==> src/source/tc_pkg.sv <==
/*
 * Traffic class buffer package
 * Word and status types plus the sizing constants shared by the
 * sorter, the class FIFOs and the arbiter
 */

`default_nettype none

package tc_pkg;

    // Sizing
    localparam int NUM_CLASSES       = 4;
    localparam int FIFO_DEPTH        = 6;
    localparam int ALMOST_FULL_LEVEL = 4;
    localparam int CLASS_W           = 2;
    localparam int DATA_W            = 8;

    // Ingress word, class in the top bits
    typedef struct packed {
        logic [CLASS_W-1:0]        tc;
        logic [DATA_W-CLASS_W-1:0] payload;
    } tc_word_t;

    // Per FIFO status, registered from the next occupancy
    typedef struct packed {
        logic empty;
        logic full;
        logic almost_full;
    } tc_status_t;

endpackage

`default_nettype wire

==> src/source/tc_fifo_mem.sv <==
/*
 * Class FIFO storage
 * Register array with a synchronous write port and a registered read port
 */

`timescale 1ns/10ps
`default_nettype none

module tc_fifo_mem
    import tc_pkg::*;
#(
    parameter int DEPTH = FIFO_DEPTH
) (
    input  wire logic     clk,
    input  wire logic     reset,
    input  wire logic     wr_en,
    input  wire logic [2:0] wr_addr,
    input  wire tc_word_t wr_word,
    input  wire logic     rd_en,
    input  wire logic [2:0] rd_addr,
    output tc_word_t      rd_word
);

    tc_word_t mem [DEPTH];

    // Write port
    always_ff @(posedge clk) begin
        if (wr_en) begin
            mem[wr_addr] <= wr_word;
        end
    end

    // Read register, loaded only on a pop
    always_ff @(posedge clk) begin
        if (!reset) begin
            rd_word <= '0;
        end else if (rd_en) begin
            rd_word <= mem[rd_addr];
        end
    end

endmodule

`default_nettype wire

==> src/source/tc_fifo.sv <==
/*
 * Single traffic class FIFO
 * Wrapping pointers, occupancy count and registered empty, full and
 * almost full flags. Writes into a full FIFO are ignored
 */

`timescale 1ns/10ps
`default_nettype none

module tc_fifo
    import tc_pkg::*;
#(
    parameter int DEPTH = FIFO_DEPTH
) (
    input  wire logic     clk,
    input  wire logic     reset,
    input  wire logic     wr_strobe,
    input  wire tc_word_t wr_word,
    input  wire logic     pop,
    output tc_word_t      rd_word,
    output tc_status_t    status
);

    localparam int CNT_W = $clog2(DEPTH + 1);

    // Address ports are 3 bits wide, enough for depths up to 8
    logic [2:0]       wr_ptr;
    logic [2:0]       rd_ptr;
    logic [CNT_W-1:0] count;
    logic [CNT_W-1:0] count_next;
    logic             wr_ok;
    tc_status_t       status_next;

    tc_fifo_mem #(
        .DEPTH (DEPTH)
    ) mem_i (
        .clk     (clk),
        .reset   (reset),
        .wr_en   (wr_ok),
        .wr_addr (wr_ptr),
        .wr_word (wr_word),
        .rd_en   (pop),
        .rd_addr (rd_ptr),
        .rd_word (rd_word)
    );

    // A write into a full FIFO is dropped here
    assign wr_ok = wr_strobe && !status.full;

    always_comb begin
        count_next = count;
        case ({wr_ok, pop})
            2'b10:   count_next = count + 1'b1;
            2'b01:   count_next = count - 1'b1;
            default: count_next = count;
        endcase
    end

    // Flags follow the occupancy after the edge
    always_comb begin
        status_next.empty       = (count_next == '0);
        status_next.full        = (int'(count_next) == DEPTH);
        status_next.almost_full = (int'(count_next) >= ALMOST_FULL_LEVEL);
    end

    always_ff @(posedge clk) begin
        if (!reset) begin
            wr_ptr <= '0;
            rd_ptr <= '0;
            count  <= '0;
            status <= '{empty: 1'b1, full: 1'b0, almost_full: 1'b0};
        end else begin
            if (wr_ok) begin
                wr_ptr <= (wr_ptr == 3'(DEPTH - 1)) ? 3'd0 : wr_ptr + 3'd1;
            end
            if (pop) begin
                rd_ptr <= (rd_ptr == 3'(DEPTH - 1)) ? 3'd0 : rd_ptr + 3'd1;
            end
            count  <= count_next;
            status <= status_next;
        end
    end

    // The arbiter must only pop a class that reports data
    a_no_pop_empty: assert property (
        @(posedge clk) disable iff (!reset)
        pop |-> !status.empty
    ) else $error("pop on an empty class FIFO");

    a_count_bound: assert property (
        @(posedge clk) disable iff (!reset)
        int'(count) <= DEPTH
    ) else $error("FIFO occupancy above depth");

    a_flags_exclusive: assert property (
        @(posedge clk) disable iff (!reset)
        !(status.full && status.empty)
    ) else $error("FIFO flagged full and empty together");

endmodule

`default_nettype wire

==> src/source/tc_ingress_sort.sv <==
/*
 * Ingress class sorter
 * Steers each strobed word to the FIFO of its class and keeps
 * sticky per class overflow flags
 */

`timescale 1ns/10ps
`default_nettype none

module tc_ingress_sort
    import tc_pkg::*;
(
    input  wire logic                   clk,
    input  wire logic                   reset,
    input  wire logic                   in_valid,
    input  wire tc_word_t               in_word,
    input  wire logic [NUM_CLASSES-1:0] full,
    output logic [NUM_CLASSES-1:0]      wr_strobe,
    output tc_word_t                    wr_word,
    output logic [NUM_CLASSES-1:0]      overflow_err
);

    // One strobe bit selected by the class field
    assign wr_strobe = in_valid ? (NUM_CLASSES'(1) << in_word.tc) : '0;

    // Every FIFO sees the same word, only the strobed one stores it
    assign wr_word = in_word;

    // Set when a strobe lands on a full class, cleared by reset only
    always_ff @(posedge clk) begin
        if (!reset) begin
            overflow_err <= '0;
        end else begin
            overflow_err <= overflow_err | (wr_strobe & full);
        end
    end

    a_strobe_onehot: assert property (
        @(posedge clk) disable iff (!reset)
        $onehot0(wr_strobe)
    ) else $error("more than one class write strobe");

endmodule

`default_nettype wire

==> src/source/tc_rr_arbiter.sv <==
/*
 * Round robin egress arbiter
 * Pops one non-empty class per cycle, starting after the last grant,
 * and registers the popped word onto the egress strobe
 */

`timescale 1ns/10ps
`default_nettype none

module tc_rr_arbiter
    import tc_pkg::*;
(
    input  wire logic                               clk,
    input  wire logic                               reset,
    input  wire logic                               egress_hold,
    input  wire logic [NUM_CLASSES-1:0]             empty,
    input  wire tc_word_t [NUM_CLASSES-1:0]         rd_word,
    output logic [NUM_CLASSES-1:0]                  pop,
    output logic                                    out_valid,
    output tc_word_t                                out_word
);

    logic [CLASS_W-1:0] last_grant;
    logic [CLASS_W-1:0] grant_idx;
    logic               grant_valid;
    logic [CLASS_W-1:0] granted_q;
    logic               pop_q;

    // Search the classes after last_grant, wrapping back to it
    always_comb begin
        logic [CLASS_W-1:0] idx;
        grant_valid = 1'b0;
        grant_idx   = last_grant;
        for (int i = 1; i <= NUM_CLASSES; i++) begin
            idx = last_grant + CLASS_W'(i);
            if (!grant_valid && !empty[idx]) begin
                grant_valid = 1'b1;
                grant_idx   = idx;
            end
        end
    end

    assign pop = (grant_valid && !egress_hold) ? (NUM_CLASSES'(1) << grant_idx) : '0;

    // Pointer starts at class 3 so class 0 wins first
    always_ff @(posedge clk) begin
        if (!reset) begin
            last_grant <= CLASS_W'(NUM_CLASSES - 1);
            pop_q      <= 1'b0;
            out_valid  <= 1'b0;
        end else begin
            if (|pop) begin
                last_grant <= grant_idx;
            end
            pop_q     <= |pop;
            out_valid <= pop_q;
        end
    end

    // FIFO read register is loaded at the pop edge, take it one cycle later
    always_ff @(posedge clk) begin
        if (|pop) begin
            granted_q <= grant_idx;
        end
        if (pop_q) begin
            out_word <= rd_word[granted_q];
        end
    end

    a_pop_onehot: assert property (
        @(posedge clk) disable iff (!reset)
        $onehot0(pop)
    ) else $error("more than one class popped");

    a_hold_stalls: assert property (
        @(posedge clk) disable iff (!reset)
        egress_hold |-> (pop == '0)
    ) else $error("pop while egress is held");

endmodule

`default_nettype wire

==> src/source/tc_buffer_top.sv <==
/*
 * Four class transaction buffer
 * Ingress sorter, one FIFO per traffic class and a round robin
 * arbiter onto a single egress strobe
 */

`timescale 1ns/10ps
`default_nettype none

module tc_buffer_top
    import tc_pkg::*;
(
    input  wire logic               clk,
    input  wire logic               reset,
    input  wire logic               in_valid,
    input  wire tc_word_t           in_word,
    input  wire logic               egress_hold,
    output logic                    out_valid,
    output tc_word_t                out_word,
    output logic [NUM_CLASSES-1:0]  pause,
    output logic [NUM_CLASSES-1:0]  empty,
    output logic [NUM_CLASSES-1:0]  overflow_err
);

    logic [NUM_CLASSES-1:0]       wr_strobe;
    tc_word_t                     wr_word;
    logic [NUM_CLASSES-1:0]       full;
    logic [NUM_CLASSES-1:0]       pop;
    tc_word_t [NUM_CLASSES-1:0]   rd_word;
    tc_status_t [NUM_CLASSES-1:0] status;

    tc_ingress_sort sort_i (
        .clk          (clk),
        .reset        (reset),
        .in_valid     (in_valid),
        .in_word      (in_word),
        .full         (full),
        .wr_strobe    (wr_strobe),
        .wr_word      (wr_word),
        .overflow_err (overflow_err)
    );

    // One FIFO per class, flags split out to the ports
    for (genvar g = 0; g < NUM_CLASSES; g++) begin : g_class
        tc_fifo #(
            .DEPTH (FIFO_DEPTH)
        ) fifo_i (
            .clk       (clk),
            .reset     (reset),
            .wr_strobe (wr_strobe[g]),
            .wr_word   (wr_word),
            .pop       (pop[g]),
            .rd_word   (rd_word[g]),
            .status    (status[g])
        );

        assign full[g]  = status[g].full;
        assign empty[g] = status[g].empty;
        assign pause[g] = status[g].almost_full;
    end

    tc_rr_arbiter arb_i (
        .clk         (clk),
        .reset       (reset),
        .egress_hold (egress_hold),
        .empty       (empty),
        .rd_word     (rd_word),
        .pop         (pop),
        .out_valid   (out_valid),
        .out_word    (out_word)
    );

endmodule

`default_nettype wire

==> config.mk <==
export PLATFORM = sky130hd
export DESIGN_NAME = tc_buffer_top
export DESIGN_NICKNAME = d
export VERILOG_FILES = /design/src/source/tc_pkg.sv /design/src/source/tc_fifo_mem.sv /design/src/source/tc_fifo.sv /design/src/source/tc_ingress_sort.sv /design/src/source/tc_rr_arbiter.sv /design/src/source/tc_buffer_top.sv
export SDC_FILE = /design/constraint.sdc
export NUM_CORES = 1
export LEC_CHECK = 0
export ABC_CLOCK_PERIOD_IN_PS = 7550
export BUFFER_PORTS_ARGS = -buffer_cell sky130_fd_sc_hd__clkbuf_2
export CORE_AREA = 2 2 154 156
export CTS_CLUSTER_DIAMETER = 40
export DETAILED_ROUTE_END_ITERATION = 6
export DIE_AREA = 0 0 156 158
export PLACE_DENSITY_LB_ADDON = 0.25
export SYNTH_ARGS = -nofsm -noshare
export SYNTH_HDL_FRONTEND = slang
export SYNTH_SLANG_ARGS = --single-unit
export TNS_END_PERCENT = 30
==> constraint.sdc <==
create_clock -name clk -period 7.55 [get_ports clk]
set_input_delay 2.265 -clock clk [delete_from_list [all_inputs] [get_ports clk]]
set_output_delay 2.265 -clock clk [all_outputs]
set_load 0.01 [all_outputs]
==> metrics.yaml <==
synth-edff-count: 202
ys.warnings.count: 0
max_slew_margin: 0.251
critPathBufInv: 2
clock-sinks: 286
hold_path_end: "g_class[2].fifo_i.mem_i.rd_word[4]$_SDFFE_PN0P_"
syn_area_sq_um: 11300
synthTopCellsByCount: "202 x edfxtp_1, 84 x dfxtp_1, 64 x mux2i_1"
max_freq_mhz: 222
final-hold-violation-count: 0
setup-tns-final_ns: 0
preCtsSetupSlack_ns: 2.52
synth_top_cell_area_share: 0.536
async_flop_share: 0
reg2reg_depth: 13
cp.required_ns: 7.97
ys.flop_type: "edfxtp_1"
hold_slack_ns: 0.464
reg2reg_to: "g_class[0].fifo_i.status[2]$_SDFF_PN1_"
yosys-top-cells-area: "edfxtp_1 54%, dfxtp_1 15%, mux4_2 8.0%, mux2i_1 5.7%, nand2_1 2.0%"
hold_depth: 2
finalWirelength_um: 22600
die_area_sq_um: 24600
ant_nets: 0
grt_pass1_vias: 6227
fp.dieW_um: 156
wl_per_cell_um: 20.4
crit_chain: "clkbuf_2 -> a41o_1 -> a311oi_4 -> ha_1 -> inv_1 -> fa_1 -> xor2_1 -> nor2_1 -> xnor2_1 -> nor2_1 -> nor3_1"
core.rowCount: 56
initial_utilization: 0.491
grt_pass1_wl_um: 34900
path_delay_family: "compound AO/OA/AOI/OAI gates"
seq_area_frac_synth: 0.685
startpoint: "egress_hold"
synth_top_area_cell: "edfxtp_1"
final-setup-viol-count: 0
ys_ff_latch: 286
antenna_found_initial: 0
r2r_slack_ns: 4.13
diodes: 0
numCtsBuffers: 37
drv_slew: 0
netlist-cell-type-count: 50
boundaryPins: 33
die_y_um: 158
p_leak_nw: 4.31
power_density_nw_per_um2: 321
vdd_drop_max_uv: 146
finClkSkew_ns: 0.0173
finalCriticalPeriod_ns: 4.51
crit-reg2reg-launch: "g_class[1].fifo_i.status[2]$_SDFF_PN1_"
final_nets: 813
insertion_delay_ns: 0.51
dr.first_iter.drc_count: 374
via_per_inst: 5.56
grt_max_degree: 61
netlist_instances: 744
worst_pin_slew_ns: 1.12
synth_nets: 764
finalCritPeriodShare: 0.597
grt-ovfl-total: 0
hp-class: "flop to flop"
ctsHtreeMaxLevel: 2
dp_hpwl_um: 14300
syn_area_per_cell_sq_um: 15.2
setup_ws_ns: 3.04
cts_setup_buffers: 0
worstPathArrival_ns: 4.93
area_delta_synth_final_pct: 15.0
status: "completed"
cpMostUsedCell: "nor2_1"
cts_root_buffer: "clkbuf_16"
maxCapViolCount: 0
track_usage: 0.189
cts_resized: 0
via_count: 6181
slowest_stage: "a311oi_4"
drive_above_1_share: 0.206
drt_pass1_iterations: 4
end_kind: "flop"
cp_max_fo: 19
critPathMaxStageDelay_ns: 0.77
p_total_mw: 4.17
port_buffers: 32
hp-start: "g_class[2].fifo_i.mem_i.rd_word[4]$_SDFFE_PN0P_"
crit_type: "input port to flop"
clkSlewWorstSetupHoldPaths_ns: 0.06
synth_most_common_cell: "edfxtp_1"
cts_max_path_buffers: 3
core_area_sq_um: 23100
drc_errors: 0
cts_tree: "done"
cts.hold.buffers_added: 0
rsz0062_at_grt: "no"
gp_congestion: 0.746
cp-start-kind: "input port"
## tightest hold or removal path, cell delays in order, from the launching register on
cell and delay [ns]:
dfxtp_1 0.31, nand2_1 0.05, mux2i_1 0.05
## area by class of cell
type                       count  area, sq um
inverter                      20         77.6
clock inverter                25          275
fill                        1804        10000
sequential                   286         7750
multi-input combinational    395         3270
timing repair buffer          53          318
tap                          290          363
clock buffer                  42          955
## worst max path at each step
stage                                                   endpoint  slack [ns]  depth (start not counted)
after floorplan           g_class[3].fifo_i.status[2]$_SDFF_PN1_        3.12                         12
after global placement    g_class[3].fifo_i.status[2]$_SDFF_PN1_        2.67                         11
after detailed placement  g_class[3].fifo_i.status[2]$_SDFF_PN1_        2.52                         11
after CTS                 g_class[3].fifo_i.status[2]$_SDFF_PN1_        3.05                         11
after global routing      g_class[3].fifo_i.status[2]$_SDFF_PN1_        2.79                         11
final                     g_class[3].fifo_i.status[2]$_SDFF_PN1_        3.04                         11
## cell families (layout without fill, tap and decap cells)
group / after synthesis / in the layout / synth area share
adders and majority gates: 8 / 8 / 0.0115
muxes: 105 / 105 / 0.138
and+or+nand+nor: 164 / 164 / 0.0718
DFF: 286 / 286 / 0.685
xor gates and xnor gates: 18 / 18 / 0.0139
buffers and inverters: 63 / 140 / 0.0258
AOI/OAI and AO/OA: 100 / 100 / 0.0534
## sequential cells by signal, summed over array words and instances (netlist names)
signal / cells
arb_i.pop_q: 1
g_class.fifo_i.wr_ptr: 12
sort_i.overflow_err: 4
arb_i.last_grant: 2
arb_i.out_word: 8
g_class.fifo_i.count: 12
g_class.fifo_i.rd_ptr: 12
g_class.fifo_i.mem_i.rd_word: 32
g_class.fifo_i.mem_i.mem: 192
arb_i.out_valid: 1
g_class.fifo_i.status: 8
arb_i.granted_q: 2
## power by group
| group | internal, mW | switching (mW) |
|---|---|---|
| registers | 1.77 | 0.121 |
| clock network | 1.06 | 0.665 |
| logic | 0.259 | 0.290 |
| total | 3.10 | 1.08 |
## cell usage in the layout (no fill, tap or decap), types with 5 or more instances in the layout
| cell | netlist | routed |
|---|---|---|
| mux4_2 | 40 | 40 |
| o21ai_0 | 33 | 33 |
| inv_6 | 0 | 6 |
| nor2_1 | 40 | 40 |
| o211ai_1 | 9 | 9 |
| nor3_1 | 12 | 12 |
| a21oi_1 | 42 | 42 |
| o21a_1 | 7 | 7 |
| or3_1 | 5 | 5 |
| nand2_1 | 59 | 59 |
| clkbuf_2 | 0 | 32 |
| and2_1 | 11 | 11 |
| xnor2_1 | 14 | 14 |
| dfxtp_1 | 84 | 84 |
| clkbuf_16 | 0 | 37 |
| nor3b_1 | 10 | 10 |
| edfxtp_1 | 202 | 202 |
| buf_4 | 5 | 21 |
| inv_1 | 18 | 17 |
| mux2i_1 | 64 | 64 |
## through the flow
stage / cell area, sq um / util / std cells
floorplan: 11300 / - / 744
global placement: 11800 / 0.511 / 1044
detailed placement: 11800 / 0.511 / 1044
CTS: 13000 / 0.564 / 1111
global route: 13000 / 0.564 / 1111
finish: 13000 / 0.564 / 1111
## routing by layer
| metal | vias to the layer above | wire [um] | GRT usage |
|---|---|---|---|
| li1 | 2908 | - | - |
| met1 | 3115 | 10100 | 0.257 |
| met5 | - | 0 | 0 |
| met4 | 0 | 482 | 0.0568 |
| met2 | 120 | 11100 | 0.312 |
| met3 | 38 | 942 | 0.0367 |
Note: power is estimated with default switching activity, not from simulation.
